$ cat src/rtl/rotator_cfg_pkg.sv
/*
  Sizing of the weight rotator. The kernel, channel and image limits
  set the stream width, the bank depth and every counter width.
*/
`default_nettype none

package rotator_cfg_pkg;

  localparam int WORD_WIDTH = 8;
  localparam int CORES      = 2;
  localparam int KW_MAX     = 3;   // odd kernels only.
  localparam int KH_MAX     = 3;
  localparam int CIN_MAX    = 64;
  localparam int COLS_MAX   = 32;
  localparam int BLOCKS_MAX = 8;

  // one beat holds a full kernel row for every core.
  localparam int BEAT_BITS  = WORD_WIDTH * CORES * KW_MAX;
  localparam int BANK_DEPTH = KH_MAX * CIN_MAX;

  localparam int BITS_KW     = $clog2(KW_MAX);
  localparam int BITS_KH     = $clog2(KH_MAX);
  localparam int BITS_CIN    = $clog2(CIN_MAX);
  localparam int BITS_COLS   = $clog2(COLS_MAX);
  localparam int BITS_BLOCKS = $clog2(BLOCKS_MAX);
  localparam int BITS_ADDR   = $clog2(BANK_DEPTH);

endpackage

`default_nettype wire

$ cat src/rtl/rotator_stream_pkg.sv
/*
  Beat formats of the rotator streams: the header of a weight set, the
  user flags sent with each output beat and the output beat itself.
*/
`default_nettype none

package rotator_stream_pkg;

  import rotator_cfg_pkg::*;

  // all fields hold value minus one.
  typedef struct packed {
    logic [BITS_BLOCKS-1:0] blocks_1;
    logic [BITS_COLS-1:0]   cols_1;
    logic [BITS_CIN-1:0]    cin_1;
    logic [BITS_KH-1:0]     kh_1;
    logic [BITS_KW-1:0]     kw_1;
  } rotator_header_t;

  localparam int HEADER_BITS = $bits(rotator_header_t);

  typedef struct packed {
    logic [BITS_KW-1:0] kw_1;
    logic [BITS_KH-1:0] kh_1;
    logic               is_1x1;
    logic               is_top;       // first block.
    logic               is_bottom;    // last block.
    logic               is_col_edge;
  } rotator_user_t;

  typedef logic [BEAT_BITS-1:0] weight_word_t;

  typedef struct packed {
    weight_word_t  data;
    rotator_user_t user;
    logic          last;
  } rotator_beat_t;

  // last stored word sits at (kh_1+1)*(cin_1+1)-1.
  function automatic logic [BITS_ADDR-1:0] word_last(rotator_header_t hdr);
    return BITS_ADDR'(hdr.kh_1) * BITS_ADDR'(hdr.cin_1) +
           BITS_ADDR'(hdr.kh_1) + BITS_ADDR'(hdr.cin_1);
  endfunction

endpackage

`default_nettype wire

$ cat src/rtl/bank_write_ctrl.sv
/*
  Write side of the rotator. Waits for the write bank to empty, takes one
  header beat and then the weight words up to the last beat, marks the
  bank full and moves on to the other bank.
*/
`timescale 1ns/1ps
`default_nettype none

module bank_write_ctrl
  import rotator_cfg_pkg::*, rotator_stream_pkg::*;
(
  input  wire logic         i_clk,
  input  wire logic         i_reset,
  input  wire logic         i_s_valid,
  input  wire weight_word_t i_s_data,
  input  wire logic         i_s_last,
  output logic              o_s_ready,
  input  wire logic         i_full     [2],
  output logic              o_hdr_we   [2],
  output logic              o_word_we  [2],
  output logic              o_set_full [2],
  output rotator_header_t   o_header
);

  typedef enum logic [1:0] {W_IDLE, W_HEADER, W_WRITE, W_SWITCH} w_state_t;

  w_state_t              state;
  w_state_t              state_next;
  logic                  wr_idx;
  logic                  s_handshake;
  logic [BITS_ADDR-1:0]  word_cnt;
  logic [BITS_ADDR-1:0]  word_last_q;

  assign o_s_ready   = (state == W_HEADER) || (state == W_WRITE);
  assign s_handshake = i_s_valid && o_s_ready;
  assign o_header    = rotator_header_t'(i_s_data[HEADER_BITS-1:0]);

  // ******************************
  // strobes to the write bank
  // ******************************
  always_comb begin
    o_hdr_we   = '{default: 1'b0};
    o_word_we  = '{default: 1'b0};
    o_set_full = '{default: 1'b0};
    o_hdr_we[wr_idx]   = (state == W_HEADER) && s_handshake;
    o_word_we[wr_idx]  = (state == W_WRITE) && s_handshake;
    o_set_full[wr_idx] = (state == W_WRITE) && s_handshake && i_s_last;
  end

  always_comb begin
    state_next = state;
    unique case (state)
      W_IDLE:   if (!i_full[wr_idx]) state_next = W_HEADER;
      W_HEADER: if (s_handshake) state_next = W_WRITE;
      W_WRITE:  if (s_handshake && i_s_last) state_next = W_SWITCH;
      W_SWITCH: state_next = W_IDLE;
      default:  state_next = W_IDLE;
    endcase
  end

  always_ff @(posedge i_clk) begin
    if (i_reset) begin
      state  <= W_IDLE;
      wr_idx <= 1'b0;
    end else begin
      state <= state_next;
      if (state == W_SWITCH)
        wr_idx <= ~wr_idx;  // other bank next.
    end
  end

  // word position within the set.
  always_ff @(posedge i_clk) begin
    if (state == W_HEADER && s_handshake) begin
      word_cnt    <= '0;
      word_last_q <= word_last(o_header);
    end else if (state == W_WRITE && s_handshake) begin
      word_cnt <= word_cnt + 1'b1;
    end
  end

  a_last_on_count : assert property (
    @(posedge i_clk) disable iff (i_reset)
    (state == W_WRITE && s_handshake) |-> (i_s_last == (word_cnt == word_last_q))
  );

endmodule

`default_nettype wire

$ cat config.mk
export PLATFORM = sky130hd
export DESIGN_NAME = bank_write_ctrl
export DESIGN_NICKNAME = d
export VERILOG_FILES = /design/src/rtl/rotator_cfg_pkg.sv /design/src/rtl/rotator_stream_pkg.sv /design/src/rtl/bank_write_ctrl.sv
export SDC_FILE = /design/constraint.sdc
export NUM_CORES = 1
export LEC_CHECK = 0
export ABC_CLOCK_PERIOD_IN_PS = 1850
export BUFFER_PORTS_ARGS = -buffer_cell sky130_fd_sc_hd__buf_2
export CAP_MARGIN = 20
export CORE_MARGIN = 2
export CORE_UTILIZATION = 23
export DETAILED_ROUTE_END_ITERATION = 12
export PLACE_DENSITY = 0.85
export SYNTH_ARGS = -nofsm -noshare
export SYNTH_HDL_FRONTEND = slang
export SYNTH_SLANG_ARGS = --single-unit
$ cat constraint.sdc
create_clock -name i_clk -period 1.85 [get_ports i_clk]
set_input_delay 0.0925 -clock i_clk [delete_from_list [all_inputs] [get_ports i_clk]]
set_output_delay 0.0925 -clock i_clk [all_outputs]
set_load 0.01 [all_outputs]
-- Word level (Yosys, flattened, before mapping)
Cells that the tools add are included.
- RAM bits: 0
- bits in read-only memories: 0
- bits in registers: 3
- memories: 0
- output and inout bits: 25
- bits in latches: 0
- reductions and logical operators: 9
- add/sub/neg operators: 0
- magnitude comparators: 2
- bitwise operators: 5
- multipliers: 0
- multiplexer cells: 9
- divide/modulo/power cells: 0
- eq/ne operators: 6
- shift-type cells: 0
- operators by type and width (operator ; count):
    $pmux 2 s4 ; 1
    $and 2x2->2 ; 3
    $logic_and 1x1->1 ; 6
    $mux 2 ; 3
    $eq 2x2->1 const B ; 2
    $mux 1 ; 4
    $ne 2x2->1 const B ; 2
    $reduce_and 3->1 ; 1
    $eq 2x1->1 const B ; 1
    $ge 2x2->1 const B ; 1
    $logic_not 2->1 ; 1
    $lt 2x1->1 const B ; 1
    $ne 2x1->1 const B ; 1
    $not 1->2 ; 1
    $demux 1 s1 ; 1
    $logic_or 1x1->1 ; 1
    $not 1->1 ; 1

-- Logic depth before layout (Yosys ltp)
Gate-level depths: netlist of run 1.
- word-level depth: 6
- gate-level depth with buffers: 5
- depth with buffers taken out: 5

-- Worst setup path after synthesis of run 1
Ideal clock, no wire load.
- kind: register to register
- start: register state[0]
- end: register state[0]
- setup slack: 0.410 ns
- required time: 1.771 ns
- cell stages (with the launch flop): 6
- library setup time: 0.079 ns
- buffers on the path: 0
- period minus slack after synthesis: 1.440 ns
- arrival: 1.361 ns
- cells stage by stage: dfxtp_1 -> inv_1 -> ha_1 -> a2bb2oi_1 -> a221o_1 -> a211oi_2
- longest elaborated chain between the ends: 6
- elaborated cells on any way between the ends: 12
- classes of those cells: eq/ne (6); mux (1); reduce/logical (5)
- ends and longest elaborated chain (item ; RTL line ; text):
    from (decl) ; bank_write_ctrl.sv:27 ; w_state_t state;
    from (signal assigned) ; bank_write_ctrl.sv:66 ; state <= state_next;
    $eq 2x1->1 or $eq 2x2->1 (tied branches) ; bank_write_ctrl.sv:34 ; assign o_s_ready = (state == W_HEADER) || (state == W_WRITE);
    $logic_or 1x1->1 (*) ; bank_write_ctrl.sv:34 ;
    net o_s_ready ; bank_write_ctrl.sv:17 ; output logic o_s_ready,
    $logic_and 1x1->1 (*) ; bank_write_ctrl.sv:35 ; assign s_handshake = i_s_valid && o_s_ready;
    $logic_and 1x1->1 ; bank_write_ctrl.sv:55 ; W_WRITE: if (s_handshake && i_s_last) state_next = W_SWITCH;
    $ne 2x1->1 (no source line) ; - ;
    $reduce_and 3->1 (no source line) (*) ; - ;
The timed path passes the listed nets; every way through them passes the cells marked *.
A chain may end at the register's enable or synchronous reset.

-- Worst setup path in the final report of run 1
- start: register state[0]
- end: register state[0]
- longest elaborated chain between the ends: 6
- elaborated cells on any way between the ends: 12
- classes of those cells: eq/ne (6); mux (1); reduce/logical (5)
- ends and longest elaborated chain (item ; RTL line):
    $eq 2x1->1 or $eq 2x2->1 (tied branches) ; bank_write_ctrl.sv:34, bank_write_ctrl.sv:52
    $logic_or 1x1->1 ; bank_write_ctrl.sv:34
    $logic_and 1x1->1 ; bank_write_ctrl.sv:35
    $logic_and 1x1->1 ; bank_write_ctrl.sv:55
    $ne 2x1->1 (no source line) ; -
    $reduce_and 3->1 (no source line) ; -
Several ways; a longest one is shown, not always the timed one.

==> impl_results.md, run 1 <==
* Dominant synthesized flop cell: dfxtp_1
* IO Count at 79
* Data required time of the worst path at 2.00 ns
* Routed WL at 569 um
* Fin cells at 61
* Final setup viols at 0
* Clk Latency, worst-skew pair at 0.23 ns
* Reg2Reg Launch Point: state[0]
* Root Buffer Master: clkbuf_4
* Die area at between 1500 and 2000 um2
* Layout cells sized above 1 at 35.6%
* EDFF count, synth at 0
* CTS resizes at 0
* Pwr Total at 0.503 mW
* Ranking of synthesized cells by area: buf_4 36%, dfxtp_1 16%, ha_1 13%
* P_sw at 0.204 mW
* Leakage power figure at approximately 0.17 nW
* Worst setup SP type: flop
* Worst Skew at about 0.0023 ns
* Setup ws final at 0.355 ns
* Sw Ratio at 40.6%
* HP Class: primary input to flop
* # Post-CTS Setup Buffers at 0
* First-pass GRT wire length at 945 um
* Via count at 261
* Vias in the first global route at 246
* Slew headroom at between 80% and 90%
* Worst Setup SP: state[0]
* Max IR drop VDD at 0.363 mV
* Final period util at 80.8%
* Combinational Power Share at 54.7%
* Syn_nets at 105
* P_int at 0.299 mW
* Yosys warns at 0
* GRT Util Overall at 6.82%
* Min Clock Period, post-route at around 1.5 ns
* Slew @ Worst Pin at between 0.2 and 0.25 ns
* Worst-path clk slew at 0.04 ns
* # nets final at 104
* Cts bufs inserted at 3
* Cells on worst reg2reg path at 5
* Largest net degree at the start of global routing at 7
* Hold_buf cts at 0
* Final ANT Viol Nets at 0
* Initial antenna violation count at 0
* Post-synthesis sequential area ratio at 15.9%
* Arr. time, crit path at 1.65 ns
* Max Slew Vio Count at 0
* Pwr dens at 1450 nW/um2
* Cell with the most instances after synthesis: buf_4
* Cells after synthesis at 47
* CP endpoint: state[0]
* Max FO, Critical Path at 4
* Die Y at 44.5 um
* Fmax at 669 MHz
* Area delta synth->final at -7.64%
* RSZ-0062 raised after global routing: no
* GRT overflow at 0
* Row Count at 14
* Yosys cell types at 15
* Area share of the leading cell type in the synthesized netlist at 35.9%
* Setup_tns at 0 ns
* Multi-input gate area at approximately 170 um2
* Clk pwr share at 22.5%
* CTS tree: built
* Routed wire per std cell at 9.33 um
* Pre-CTS WS at 0.348 ns
* Status: completed
* Crit path kind: flop to flop
* Hold violation count in the final report at 0
* Drt drc at 0
* Post-detail-place hpwl at 483 um
* Area leader, netlist: buf_4
* Share of flip-flops with an asynchronous set or reset at 0%
* H-tree depth at 1
* Initial Utilization at 24.7%
* Most instantiated cells after synthesis: 18 x buf_4, 5 x nor2_1, 4 x ha_1, 4 x inv_1
* DR pass1 iterations at 2
* Max Cap Viol at 0
* CP Capture Type: flop
* FILL cells at 160
* Sequential share of power at a little under a quarter
* Vias/cell at between 4 and 5
* CTS Buffer Depth at 2
* Worst reg2reg setup slack at 0.35 ns
* Cells after DPL at 57
* Clock Sinks at 3
* Die width at between 40 and 50 um
* Yosys reg bits at 3
* Sequential cell area at 60.1 um2
* Final RePlAce weighted congestion at about 0.67
* Synthesized area per cell at 8.01 um2
* Antenna cells at 0
* DRT iter0 DRCs at 3
* Reg-to-reg endpoint: state[0]
* Mapped Area at 377 um2
* # port buffers at 12
* Core area at 1520 um2
-- worst min path at each step --
stage	start	to	depth (start not counted)
final	i_reset	state[0]	2
after global routing	i_reset	state[0]	2
after CTS	i_reset	state[0]	2
after detailed placement	i_s_data[1]	o_header[1]	0
after global placement	i_s_data[1]	o_header[1]	0
after floorplan	i_reset	state[0]	1
-- cells in the final DEF (no fill, tap or decap), drive strengths merged --
master,instances
xnor2,1
inv,4
nor2,5
nand2,1
ha,4
buf,12
nor3,3
a211oi,1
mux2i,1
a2bb2oi,1
nand3,1
a221o,1
clkbuf,4
mux2,1
dfxtp,3
nand2b,2
-- sequential cells by signal (all words and copies together) (netlist names) --
name,count
wr_idx,1
state,2
-- power by group through the flow --
stage                     clock network (mW)  logic, mW  registers (mW)
after floorplan                            0      0.254           0.111
after global placement                     0      0.267           0.114
after detailed placement                   0      0.279           0.116
after CTS                              0.120      0.280           0.115
after global routing                   0.127      0.317           0.120
final                                  0.113      0.275           0.114
-- cell type report --
cell class	instances	area share, %
inverter	4	4.32
tap	16	5.76
multi-input combinational	22	47.8
clock buffer	4	7.55
sequential	3	17.3
timing repair buffer	12	17.3
-- per-layer routing --
layer	up-vias	part of all wire, %	GRT usage, %
met3	0	14	3.67
met4	0	0	9.09
met2	15	42	8.41
met1	114	44	7.04
li1	132	-	-
met5	-	0	0
-- critical path: stages (launching register included) --
cell,delay (ns)
dfxtp_1,0.34
inv_1,0.09
ha_1,0.35
a2bb2oi_1,0.10
a221o_1,0.32
a211oi_2,0.22
-- logic make-up after synthesis --
family                   synth area share [%]
buffers and inverters                    39.9
AND/OR/NAND/NOR                          14.6
adder cells (fa/ha/maj)                  13.3
AO/OA/AOI/OAI                            8.31
flip-flops                               15.9
multiplexers                             5.65
XOR/XNOR                                 2.33
-- per-stage QoR --
stage | cell area, um2 | util [%] | hold WS (ns)
floorplan | 377 | - | 0.157
global placement | 322 | 21.1 | 0.185
detailed placement | 322 | 21.1 | 0.185
CTS | 348 | 22.8 | 0.0475
global route | 348 | 22.8 | 0.0404
finish | 348 | 22.8 | 0.0557
Power figures use the tool's default switching activity.
==> run 2, diff against run 1 <==
- ABC_CLOCK_PERIOD_IN_PS: 1850 -> 1500
- clock period: 1.85 -> 1.5 ns (I/O delays scaled with it)
==> run 2 against run 1 <==
Compared with the run above: count of clock-buffer cells in the layout stayed put; fmax is 6.5% higher; core utilization is 2.1 points higher; non-clock buffer count is 2 higher; die area stayed put; clock skew hardly changed.
==> impl_results.md, run 2 (synthesized netlist as in run 1, its figures left out) <==
* Max FO, Critical Path at 4
* Cells on worst reg2reg path at 5
* Clock Sinks at 3
* Antenna cells at 0
* Combinational Power Share at roughly 60%
* Worst Skew at 0.00219 ns
* Pre-CTS WS at -0.00124 ns
* Data required time of the worst path at ~1.7 ns
* First-pass GRT wire length at 986 um
* HP Class: primary input to flop
* Clk pwr share at 19.3%
* Final std cell area, no fill at 380 um2
* Final ANT Viol Nets at 0
* Max IR drop VDD at 0.562 mV
* Arr. time, crit path at 1.55 ns
* Vias in the first global route at between 200 and 300
* Sequential share of power at 20.5%
* Final setup viols at 0
* CP Capture Type: flop
* P_int at roughly 0.43 mW
* Post-detail-place hpwl at 528 um
* Max Slew Vio Count at 0
* Root Buffer Master: clkbuf_4
* GRT overflow at 0
* H-tree depth at 1
* GRT Util Overall at between 7 and 8%
* Status: completed
* Slew @ Worst Pin at 0.280 ns
* Via count at 271
* Row Count at 14
* Cells after DPL at 59
* Hold violation count in the final report at 0
* Area after DPL at approximately 340 um2
* Most flops, register: state
* IO Count at 79
* Max Cap Viol at 0
* Setup_tns at 0 ns
* Min Clock Period, post-route at approximately 1.4 ns
* P_sw at 0.292 mW
* Drt drc at 0
* Worst-path clk slew at 0.04 ns
* Vias/cell at 4.30
* Final Core Density at between 20% and 30%
* Reg2Reg Launch Point: state[0]
* Pwr Total at 0.725 mW
* Die Y at about 44 um
* Routed WL at 670 um
* CTS tree: built
* Largest net degree at the start of global routing at 5
* Worst setup SP type: flop
* Layout cells sized above 1 at 51.1%
* # port buffers at 12
* Fin cells at 63
* Area delta synth->final at 0.997%
* DRT iter0 DRCs at 7
* Final RePlAce weighted congestion at 0.650
* Routed wire per std cell at approximately 11 um
* Hold slack at 0.0553 ns
* Slew headroom at 81.2%
* FILL cells at between 150 and 200
* Clk Latency, worst-skew pair at around 0.23 ns
* Final period util at 93.6%
* Die area at 1980 um2
* Fmax at between 700 and 800 MHz
* Core area at approximately 1500 um2
* Die width at 44.5 um
* Hold Path Origin: i_reset
* Initial antenna violation count at 0
* Cts bufs inserted at 3
* # nets final at ~110
* Leakage power figure at 0.185 nW
* Initial Utilization at 24.7%
* WHS Path Cells at 2
* Commonest non-fill, non-tap cell in the layout: buf_2
* Most frequent cells in the layout: 12 x buf_2, 5 x nor2_1, 3 x nor3_1, 3 x clkbuf_4
* CTS Buffer Depth at 2
* Hold_buf cts at 0
* DR pass1 iterations at 3
* Worst reg2reg setup slack at 0.1 ns
* RSZ-0062 raised after global routing: no
* Setup ws final at 0.0958 ns
* Hold Path End: state[0]
* Largest registers: state x2, wr_idx x1
* Pwr dens at 1910 nW/um2
* Max reg flops at 2
* Crit path kind: flop to flop
* Sw Ratio at 40.3%
* Reg-to-reg endpoint: state[0]
==> run 2: critical path: stages, from the launching register on <==
cell	delay, ns
dfxtp_2	0.34
inv_2	0.07
ha_2	0.21
a2bb2oi_1	0.16
a221o_1	0.32
a211oi_2	0.23
==> run 2: power by group through the flow <==
stage | registers, mW | logic [mW] | clock network (mW)
floorplan | 0.136 | 0.313 | 0
global placement | 0.138 | 0.372 | 0
detailed placement | 0.139 | 0.395 | 0
CTS | 0.141 | 0.400 | 0.147
global route | 0.152 | 0.480 | 0.153
finish | 0.148 | 0.436 | 0.140
==> run 2: what timing repair did <==
item | in CTS | in global routing
resized for setup | 2 | 4
setup buffers | 0 | 0
setup endpoints to repair | 3 | 3
cloned | 0 | 0
==> run 2: layer usage <==
layer / track usage (%) / share of wire, % / up-vias
met5: 0 / 0 / -
met4: 7.27 / 0 / 0
met1: 5.58 / 42 / 121
met3: 5.71 / 14 / 0
li1: - / - / 135
met2: 11.9 / 43 / 15
==> run 2: layout make-up <==
type,instances,area [um2],share of cell area (%)
timing repair buffer,14,75.1,19.7
inverter,4,15.0,3.95
clock buffer,4,26.3,6.91
multi-input combinational,22,181,47.7
sequential,3,62.6,16.4
tap,16,20.0,5.26
==> run 2: how the worst max path moves through the flow <==
| stage | cells past startpoint | from | slack, ns | to |
|---|---|---|---|---|
| 2_1_floorplan | 5 | state[0] | 0.06 | state[0] |
| 3_3_place_gp | 5 | state[0] | 0.07 | state[0] |
| 3_5_place_dp | 5 | state[0] | -0.001 | state[0] |
| 4_1_cts | 6 | state[1] | 0.01 | o_hdr_we[0] |
| 5_1_grt | 6 | state[1] | 0.03 | o_hdr_we[1] |
| 6_report | 5 | state[0] | 0.1 | state[0] |
