## src/rtl/rotator_cfg_pkg.sv

```systemverilog
/*
  Sizing of the weight rotator. The kernel, channel and image limits
  set the stream width, the bank depth and every counter width.
*/
`default_nettype none

package rotator_cfg_pkg;

  localparam int WORD_WIDTH = 8;
  localparam int CORES      = 2;
  localparam int KW_MAX     = 3;   // odd kernels only.
  localparam int KH_MAX     = 3;
  localparam int CIN_MAX    = 64;
  localparam int COLS_MAX   = 32;
  localparam int BLOCKS_MAX = 8;

  // one beat holds a full kernel row for every core.
  localparam int BEAT_BITS  = WORD_WIDTH * CORES * KW_MAX;
  localparam int BANK_DEPTH = KH_MAX * CIN_MAX;

  localparam int BITS_KW     = $clog2(KW_MAX);
  localparam int BITS_KH     = $clog2(KH_MAX);
  localparam int BITS_CIN    = $clog2(CIN_MAX);
  localparam int BITS_COLS   = $clog2(COLS_MAX);
  localparam int BITS_BLOCKS = $clog2(BLOCKS_MAX);
  localparam int BITS_ADDR   = $clog2(BANK_DEPTH);

endpackage

`default_nettype wire

```

## src/rtl/rotator_stream_pkg.sv

```systemverilog
/*
  Beat formats of the rotator streams: the header of a weight set, the
  user flags sent with each output beat and the output beat itself.
*/
`default_nettype none

package rotator_stream_pkg;

  import rotator_cfg_pkg::*;

  // all fields hold value minus one.
  typedef struct packed {
    logic [BITS_BLOCKS-1:0] blocks_1;
    logic [BITS_COLS-1:0]   cols_1;
    logic [BITS_CIN-1:0]    cin_1;
    logic [BITS_KH-1:0]     kh_1;
    logic [BITS_KW-1:0]     kw_1;
  } rotator_header_t;

  localparam int HEADER_BITS = $bits(rotator_header_t);

  typedef struct packed {
    logic [BITS_KW-1:0] kw_1;
    logic [BITS_KH-1:0] kh_1;
    logic               is_1x1;
    logic               is_top;       // first block.
    logic               is_bottom;    // last block.
    logic               is_col_edge;
  } rotator_user_t;

  typedef logic [BEAT_BITS-1:0] weight_word_t;

  typedef struct packed {
    weight_word_t  data;
    rotator_user_t user;
    logic          last;
  } rotator_beat_t;

  // last stored word sits at (kh_1+1)*(cin_1+1)-1.
  function automatic logic [BITS_ADDR-1:0] word_last(rotator_header_t hdr);
    return BITS_ADDR'(hdr.kh_1) * BITS_ADDR'(hdr.cin_1) +
           BITS_ADDR'(hdr.kh_1) + BITS_ADDR'(hdr.cin_1);
  endfunction

endpackage

`default_nettype wire

```

## src/rtl/bank_read_ctrl.sv

```systemverilog
/*
  Read side of the rotator. Replays the full bank (cols_1+1)*(blocks_1+1)
  times through a registered output beat, steps the nested counters on
  each accepted beat and releases the bank after the last one.
*/
`timescale 1ns/1ps
`default_nettype none

module bank_read_ctrl
  import rotator_cfg_pkg::*, rotator_stream_pkg::*;
(
  input  wire logic            i_clk,
  input  wire logic            i_reset,
  input  wire logic            i_full       [2],
  input  wire rotator_header_t i_header     [2],
  input  wire weight_word_t    i_word       [2],
  output logic                 o_rd_advance [2],
  output logic                 o_release    [2],
  output logic                 o_m_valid,
  input  wire logic            i_m_ready,
  output rotator_beat_t        o_m_beat
);

  typedef enum logic [1:0] {R_IDLE, R_LOAD, R_STREAM, R_SWITCH} r_state_t;

  r_state_t                state;
  r_state_t                state_next;
  logic                    rd_idx;
  rotator_header_t         hdr;
  rotator_beat_t           beat_next;
  logic                    m_handshake;
  logic                    step;
  logic                    at_end;
  logic [BITS_KH-1:0]      cnt_kh;
  logic [BITS_CIN-1:0]     cnt_cin;
  logic [BITS_COLS-1:0]    cnt_cols;
  logic [BITS_BLOCKS-1:0]  cnt_blocks;

  assign hdr         = i_header[rd_idx];
  assign m_handshake = o_m_valid && i_m_ready;
  // a new beat enters the output register.
  assign step   = (state == R_LOAD) ||
                  ((state == R_STREAM) && m_handshake && !o_m_beat.last);
  assign at_end = (cnt_kh == '0) && (cnt_cin == '0) &&
                  (cnt_cols == '0) && (cnt_blocks == '0);

  always_comb begin
    beat_next.data             = i_word[rd_idx];
    beat_next.user.kw_1        = hdr.kw_1;
    beat_next.user.kh_1        = hdr.kh_1;
    beat_next.user.is_1x1      = (hdr.kw_1 == '0);
    beat_next.user.is_top      = (cnt_blocks == hdr.blocks_1);
    beat_next.user.is_bottom   = (cnt_blocks == '0);
    beat_next.user.is_col_edge = (cnt_cols == BITS_COLS'(hdr.kw_1 >> 1));
    beat_next.last             = at_end;
  end

  always_comb begin
    o_rd_advance = '{default: 1'b0};
    o_release    = '{default: 1'b0};
    o_rd_advance[rd_idx] = step;
    o_release[rd_idx]    = (state == R_SWITCH);
  end

  always_comb begin
    state_next = state;
    unique case (state)
      R_IDLE:   if (i_full[rd_idx]) state_next = R_LOAD;
      R_LOAD:   state_next = R_STREAM;
      R_STREAM: if (m_handshake && o_m_beat.last) state_next = R_SWITCH;
      R_SWITCH: state_next = R_IDLE;
      default:  state_next = R_IDLE;
    endcase
  end

  // ******************************
  // control and replay counters
  // ******************************
  always_ff @(posedge i_clk) begin
    if (i_reset) begin
      state      <= R_IDLE;
      rd_idx     <= 1'b0;
      o_m_valid  <= 1'b0;
      cnt_kh     <= '0;
      cnt_cin    <= '0;
      cnt_cols   <= '0;
      cnt_blocks <= '0;
    end else begin
      state <= state_next;
      if (state == R_SWITCH)
        rd_idx <= ~rd_idx;
      if (state == R_LOAD)
        o_m_valid <= 1'b1;
      else if (m_handshake && o_m_beat.last)
        o_m_valid <= 1'b0;

      if (state == R_IDLE && i_full[rd_idx]) begin
        cnt_kh     <= hdr.kh_1;
        cnt_cin    <= hdr.cin_1;
        cnt_cols   <= hdr.cols_1;
        cnt_blocks <= hdr.blocks_1;
      end else if (step) begin
        cnt_kh <= (cnt_kh == '0) ? hdr.kh_1 : cnt_kh - 1'b1;  // innermost.
        if (cnt_kh == '0) begin
          cnt_cin <= (cnt_cin == '0) ? hdr.cin_1 : cnt_cin - 1'b1;
          if (cnt_cin == '0) begin
            cnt_cols <= (cnt_cols == '0) ? hdr.cols_1 : cnt_cols - 1'b1;
            if (cnt_cols == '0)
              cnt_blocks <= (cnt_blocks == '0) ? hdr.blocks_1 : cnt_blocks - 1'b1;
          end
        end
      end
    end
  end

  always_ff @(posedge i_clk) begin
    if (step)
      o_m_beat <= beat_next;
  end

  a_beat_stable : assert property (
    @(posedge i_clk) disable iff (i_reset)
    (o_m_valid && !i_m_ready) |=> (o_m_valid && $stable(o_m_beat))
  );

endmodule

`default_nettype wire

```

## config.mk

```make
export PLATFORM = sky130hd
export DESIGN_NAME = bank_read_ctrl
export DESIGN_NICKNAME = d
export VERILOG_FILES = /design/src/rtl/rotator_cfg_pkg.sv /design/src/rtl/rotator_stream_pkg.sv /design/src/rtl/bank_read_ctrl.sv
export SDC_FILE = /design/constraint.sdc
export NUM_CORES = 1
export LEC_CHECK = 0
export ABC_AREA = 1
export BUFFER_PORTS_ARGS = -buffer_cell sky130_fd_sc_hd__buf_4
export CORE_MARGIN = 1.5
export CORE_UTILIZATION = 46
export DETAILED_ROUTE_END_ITERATION = 8
export GPL_ROUTABILITY_DRIVEN = 1
export PLACE_DENSITY = 0.79
export SYNTH_ARGS = -nofsm -noshare
export SYNTH_HDL_FRONTEND = slang
export SYNTH_SLANG_ARGS = --single-unit
```

## constraint.sdc

```tcl
create_clock -name i_clk -period 3.35 [get_ports i_clk]
set_clock_uncertainty 0.2 [all_clocks]
set_input_delay 0.335 -clock i_clk [delete_from_list [all_inputs] [get_ports i_clk]]
set_output_delay 0.335 -clock i_clk [all_outputs]
set_load 0.005 [all_outputs]
```

* Yosys cells after proc, flatten, opt, wreduce, memory -nomap -nowiden
Cells that the tools add are included.
** Word-level totals
- Bits in registers :: 77
- Bits of input ports :: 137
- Output and inout port bits :: 62
- Word-level logic and storage cells :: 92
** Cells by class
- Add/subtract/negate cells :: 4
- Magnitude comparators :: 2
- Eq/ne operators :: 7
- Mux-type cells :: 34
- Bitwise logic cells :: 4
- Reductions and logical operators :: 26
** Operators with widths (count)
- 48-bit two-way mux :: 3
- 18-bit two-way mux :: 3
- 5-bit two-way mux :: 5
- 6-bit two-way mux :: 4
- 3-bit two-way mux :: 6
- 2-bit two-way mux :: 5
- 2-bit nonzero test :: 5
- 1-bit logical AND :: 9
- 2-bit case mux with 4 select lines :: 1
- 2-bit logical NOT :: 3
- 6-bit logical NOT :: 1
- 1-bit two-way mux :: 6
- 6-bit by 1-bit subtractor with 6-bit output (second input constant) :: 1
- 5-bit by 1-bit == test with 1-bit output :: 1
- 5-bit logical NOT :: 1
- 5-bit by 1-bit subtractor with 5-bit output (second input constant) :: 1
- 2-bit bitwise AND :: 2
- 2-bit == test (second input constant) :: 2
- 2-bit AND reduction :: 2
- 4-bit AND reduction :: 1
- 3-bit == test :: 1
- 3-bit logical NOT :: 1
- 3-bit AND reduction :: 1
- 3-bit by 1-bit subtractor with 3-bit output (second input constant) :: 1
- 11 further kinds :: 11

* Depth between registers and ports, before layout
Gate-level depths: netlist of the first run.
- Word-level depth :: 10
- Depth in mapped cells :: 12
- Gate-level depth less buffers :: 12

* Least setup slack after synthesis of the first run
No wires, ideal clock.
- Path kind :: flip-flop to flip-flop
- From :: register state[0]
- To :: register cnt_cin[2]
- Setup time :: 0.066 ns
- Arrival time :: 2.244 ns
- Required time :: 3.084 ns
- Setup slack :: 0.840 ns
- Cell stages (with the launch flop) :: 12
- Buffers on the path :: 1
- Clock period less this slack :: 2.510 ns
- Cell sequence :: dfxtp_1 > inv_1 > ha_1 > inv_1 > nor2_1 > nand2_1 > nand2_2 > nand2_1 > nand2_4 > buf_4 > nand3_1 > a21oi_2
** On the way
- Word-level cells in the longest chain between the ends :: 6
- Elaborated cells between the ends (all ways) :: 11
- Those cells by class :: eq/ne: 2; mux: 1; reduce/logical: 8
** RTL lines
- from (decl) :: line bank_read_ctrl.sv:26 : r_state_t state;
- from (signal assigned) :: line bank_read_ctrl.sv:89 : state <= state_next;
- 2-bit == test :: line bank_read_ctrl.sv:43 : ((state == R_STREAM) && m_handshake && !o_m_beat.last);
- 1-bit logical AND (2 in a row) :: line bank_read_ctrl.sv:43
- 1-bit logical OR * :: line bank_read_ctrl.sv:42 : assign step = (state == R_LOAD) ||
- net step :: line bank_read_ctrl.sv:32 : logic step;
- 2-bit nonzero test (no line) *
- 2-bit AND reduction (no line) *
- to (signal assigned) :: line bank_read_ctrl.sv:99 : cnt_cin <= hdr.cin_1;
- to (signal assigned) :: line bank_read_ctrl.sv:105 : cnt_cin <= (cnt_cin == '0) ? hdr.cin_1 : cnt_cin - 1'b1;
- to (decl) :: line bank_read_ctrl.sv:35 : logic [BITS_CIN-1:0] cnt_cin;
The timed path passes the listed nets; every way through them passes the cells marked *.
A chain may end at the register's enable or synchronous reset.

==> results of run 1 <==
-- registers in the layout, summed over array words and instances (netlist names) --
name,flops
cnt_blocks,3
rd_idx,1
o_m_valid,1
state,2
cnt_cols,5
cnt_kh,2
o_m_beat,57
cnt_cin,6
-- metal layers --
| layer | up-vias | share of wire, % | wire [um] |
|---|---|---|---|
| li1 | 1954 | - | - |
| met1 | 1731 | 40 | 4520 |
| met2 | 151 | 52 | 5790 |
| met3 | 21 | 5.9 | 659 |
| met4 | 0 | 2.0 | 222 |
| met5 | - | 0 | 0 |
-- synth_stat cells (2+ instances only) --
cell / n
a21oi_1: 17
edfxtp_1: 57
ha_1: 11
inv_1: 30
o21ai_0: 15
o21ai_1: 2
xor2_1: 3
buf_2: 6
dfxtp_1: 20
nor2_2: 3
nor2_1: 32
nand2_4: 3
clkbuf_1: 4
nand3_2: 3
nand3_1: 17
buf_1: 4
or2_2: 4
inv_2: 2
mux2i_1: 5
buf_6: 2
nand2_1: 232
nand2_2: 4
-- through the flow --
stage                     total power [uW]  setup WS [ns]  std cells
after global placement                3700           1.11        780
after detailed placement              3790           1.03        780
after floorplan                       3030          0.840        490
after global routing                  4950          0.748        796
after CTS                             4640          0.886        796
final                                 4610          0.913        796
-- final timing paths --
kind,startpoint,end,depth (start not counted)
min reg2reg,cnt_kh[0],cnt_kh[0],2
min,i_reset,cnt_cin[2],2
max reg2reg,rd_idx,cnt_cols[4],8
max,rd_idx,o_release[0],4
-- worst max-delay path, cell delays in order (launching register included) --
cell     delay [ns]
dfxtp_2        0.69
buf_4          0.52
nand2_1        0.14
inv_1          0.09
buf_4          0.11
-- final cells by class --
type / count / area, sq um
fill: 702 / 2810
sequential: 77 / 2110
multi-input combinational: 362 / 1700
timing repair buffer: 200 / 1510
tap: 108 / 135
inverter: 33 / 129
clock buffer: 10 / 128
clock inverter: 6 / 111
-- where the power goes --
group	switching, uW	total (uW)	internal [uW]
Combinational	1300	2160	867
Sequential	166	1620	1450
Clock	338	834	496
-- cell families (layout without fill, tap and decap cells) --
| family | after synthesis | count (layout) | share of synthesized area (%) |
|---|---|---|---|
| compound gates | 38 | 38 | 5.04 |
| xor+xnor | 4 | 4 | 0.865 |
| fa+ha+maj | 11 | 11 | 3.40 |
| buf+inv | 51 | 249 | 5.90 |
| flops | 77 | 77 | 52.2 |
| mux | 5 | 5 | 1.24 |
| simple gates | 304 | 304 | 31.4 |
==> reports/results.tsv, run 1 <==
metric	value	unit
WL/cell	14.1	um
fin crit share	72.8	%
ANT cells	0	
GP Congestion	0.891	
FF+latch count, synth	77	
Clk Latency, worst-skew pair	0.34	ns
total die area	9370	sq um
Seq/Total Area, Yosys	52.2	%
Synth cell types	36	
slew margin rel.	63.1	%
routed vias	3857	
Overflow after GRT	0	
Most Used Layer, Global Route	met2	
CTS sink cnt	77	
CTS tree	built	
DIE WIDTH	96.8	um
mean post-synth cell area	8.26	sq um
final-report setup violation count	0	
setup_tns	0	ns
Leak Pwr	0.00289	uW
Total Wirelength	11200	um
crit path max fanout	49	
Total GRT Usage	23.7	%
CTS Buffer Depth	2	
peak supply drop	0.000374	V
met1 usage	29.0	%
# IOs	199	
CTS root buf	clkbuf_8	
HP Class	input pin to flop	
syn nets	638	
starting density of the core	46.9	%
final net count	831	
antenna violations before repair	0	
Slew @ Worst Pin	0.553	ns
CTS Hold Buffers Added	0	
M2 GR Usage	42.3	%
top post-synthesis cells by area	edfxtp_1 (42%), nand2_1 (22%), dfxtp_1 (9.9%)	
worst hold slack	0.0216	ns
area leader, netlist	edfxtp_1	
largest net degree at the start of global routing	65	
# rows	34	
cts bufs inserted	9	
die height	96.8	um
DRC	0	
ANT nets after route	0	
Min Clock Period, post-route	2.44	ns
DP HPWL	8430	um
most frequent cells in the layout	nand2_1 (232), buf_4 (199), edfxtp_1 (57)	
Area Growth Syn to Fin	43.9	%
Post-synth EDFFs	57	
worst endpoint required time	2.81	ns
CP Class	flop to primary output	
Design Area, Final	5830	sq um
synthesized cell area	4050	sq um
FF-to-FF setup slack	1.00	ns
critical path launch point type	flop	
Core Footprint	8640	sq um
commonest non-fill, non-tap cell in the layout	nand2_1	
Main synth FF type	edfxtp_1	
max-slew violation count	0	
Final Hold Vio Count	0	
status	finished clean	
Post-CTS Setup Inserts	0	
post-layout util	67.5	%
fmax	0.410	GHz
vias in the first global route	3623	
met3 global-route usage	3.97	%
Avg Vias per Cell	4.85	
first-pass GRT wire length	17800	um
post-CTS sizing	0	
asr flop ratio synth	0	%
first-pass detailed-route iteration total	4	
CTS H-tree lvls	3	
Max Cap Viol	0	
Clk pin slew, worst setup/hold paths	0.08	ns
Syn Inst Count	490	
critical path endpoint category	primary output	
PortBufs	198	
worst path arrival time	1.90	ns
RSZ-0062 raised after global routing	false	
DP Area	5590	sq um
PwrDens	792	nW/um^2
share of cells above drive strength 1	34.7	%
Synth top area share	42.3	%
Ys Warns	0	
1st-iter DRT viols	135	
Power figures use the tool's default switching activity.
==> inputs of run 2 (changes only) <==
Clock period 3.35 ns to 2.56 ns, I/O delays scaled along.
==> run 2 against run 1 <==
  * Die area unchanged
  * Critical path type is now flop to flop
  * Sequential share of layout area decreased by 4.3 points
  * Global-route usage increased by 8.5 points
  * Critical endpoint is now o_m_beat[28]
  * Wire length increased by 35%
  * Sequential power increased by 31%
  * Clock power increased by 16%
  * Total power increased by 35%
  * Core utilization increased by 9.0 points
  * Via count increased by 16%
  * Critical path depth unchanged
==> reports/results.tsv, run 2 (synthesis gave the netlist of run 1 again) <==
metric	value	unit
antenna violations before repair	0	
vias in the first global route	4507	
PwrDens	944	nW/um^2
Design Area, Final	6610	sq um
worst endpoint required time	2.56	ns
Largest register FFs	57	
Slew @ Worst Pin	0.665	ns
M2 GR Usage	56.8	%
Overflow after GRT	0	
WL/cell	17.2	um
RSZ-0062 raised after global routing	false	
worst hold slack	0.0204	ns
most frequent cells in the layout	nand2_1 (232), buf_4 (200), dlygate4sd3_1 (81)	
commonest non-fill, non-tap cell in the layout	nand2_1	
DP Area	5600	sq um
share of cells above drive strength 1	31.3	%
met3 global-route usage	8.02	%
CTS root buf	clkbuf_8	
largest net degree at the start of global routing	62	
met1 usage	35.8	%
1st-iter DRT viols	243	
Final Worst Setup Slack	0.183	ns
final net count	913	
setup_tns	0	ns
DP HPWL	8580	um
Biggest register	o_m_beat	
largest registers	o_m_beat x57, cnt_cin x6, cnt_cols x5	
sum of buffers and inverters on the critical path	2	
CP max stage delay	0.60	ns
Fill cells	539	
status	finished clean	
DRC	0	
Max Cap Viol	0	
die height	96.8	um
CTS Buffer Depth	2	
first-pass GRT wire length	23600	um
Crit path max-delay family	buffers and inverters	
# rows	34	
routed vias	4463	
Leak Pwr	0.00321	uW
HP Class	input pin to flop	
footprint of the multi-input gates	1700	sq um
starting density of the core	46.9	%
pre-CTS worst setup slack	0.597	ns
PortBufs	198	
CTS H-tree lvls	3	
# IOs	199	
worst path arrival time	2.38	ns
max-slew violation count	0	
register area	2110	sq um
ANT cells	0	
Placed Instances	781	
Post-CTS Setup Inserts	0	
CTS sink cnt	77	
post-CTS sizing	0	
Avg Vias per Cell	5.08	
critical path endpoint category	flop	
critical path launch point type	flop	
cts bufs inserted	9	
Total Wirelength	15100	um
Min Clock Period, post-route	2.38	ns
crit path max fanout	61	
Total GRT Usage	32.2	%
slew margin rel.	55.6	%
Critical-path top delay cell	dlygate4sd3_1	
final-report setup violation count	0	
Area Growth Syn to Fin	63.2	%
Clk pin slew, worst setup/hold paths	0.10	ns
first-pass detailed-route iteration total	5	
peak supply drop	0.000616	V
total die area	9370	sq um
Final Hold Vio Count	0	
GP Congestion	0.906	
ANT nets after route	0	
Core Footprint	8640	sq um
fin cells	878	
CP Class	flop to flop	
Most Used Layer, Global Route	met2	
DIE WIDTH	96.8	um
critical path's most frequent cell	nand2_1	
fin crit share	92.9	%
Clk Latency, worst-skew pair	0.34	ns
CP Cell Sequence	buf_4 > nand2_1 > nand2_1 > dlygate4sd3_1	
fmax	0.421	GHz
CTS tree	built	
[run 2: worst reg2reg max path: cells and delay by family, from the launching register on]
family        cells  cell delay, ns
buf+inv           2            1.18
flops             1            0.51
simple gates      2            0.36
[run 2: stage by stage]
step                      util (%)  power [uW]
after detailed placement      64.8        4970
after CTS                     76.5        6110
after global routing          76.5        6670
final                         76.5        6240
after floorplan                  -        3970
after global placement        64.8        4870
[run 2: power breakdown]
| part | switching (uW) | internal (uW) |
|---|---|---|
| Combinational | 1820 | 1320 |
| Clock | 507 | 460 |
| Sequential | 227 | 1900 |
| Total | 2560 | 3680 |
[run 2: area by class of cell]
type	instances	share of cell area [%]
Sequential cell	77	32.0
Timing Repair Buffer	282	35.3
Clock inverter	6	1.08
Inverter	33	1.95
Clock buffer	10	1.93
Multi-Input combinational cell	362	25.7
Tap cell	108	2.05
[run 2: metal layers]
layer / vias up / routed length [um]
met5: - / 0
met4: 0 / 748
met3: 50 / 1050
met2: 213 / 7640
met1: 2087 / 5620
li1: 2113 / -
[run 2: what timing repair did]
item,4_1_cts,5_1_grt
hold endpoints to repair,48,0
hold buffers,81,0
setup endpoints to repair,0,0
[run 2: worst paths after layout]
check / startpoint / to / slack, ns / depth (start not counted)
setup / recovery: rd_idx / o_m_beat[28] / 0.18 / 4
hold / removal: i_word[24] / o_m_beat[33] / 0.02 / 3
setup reg to reg: rd_idx / o_m_beat[28] / 0.18 / 4
hold reg to reg: cnt_blocks[1] / cnt_blocks[1] / 0.31 / 2
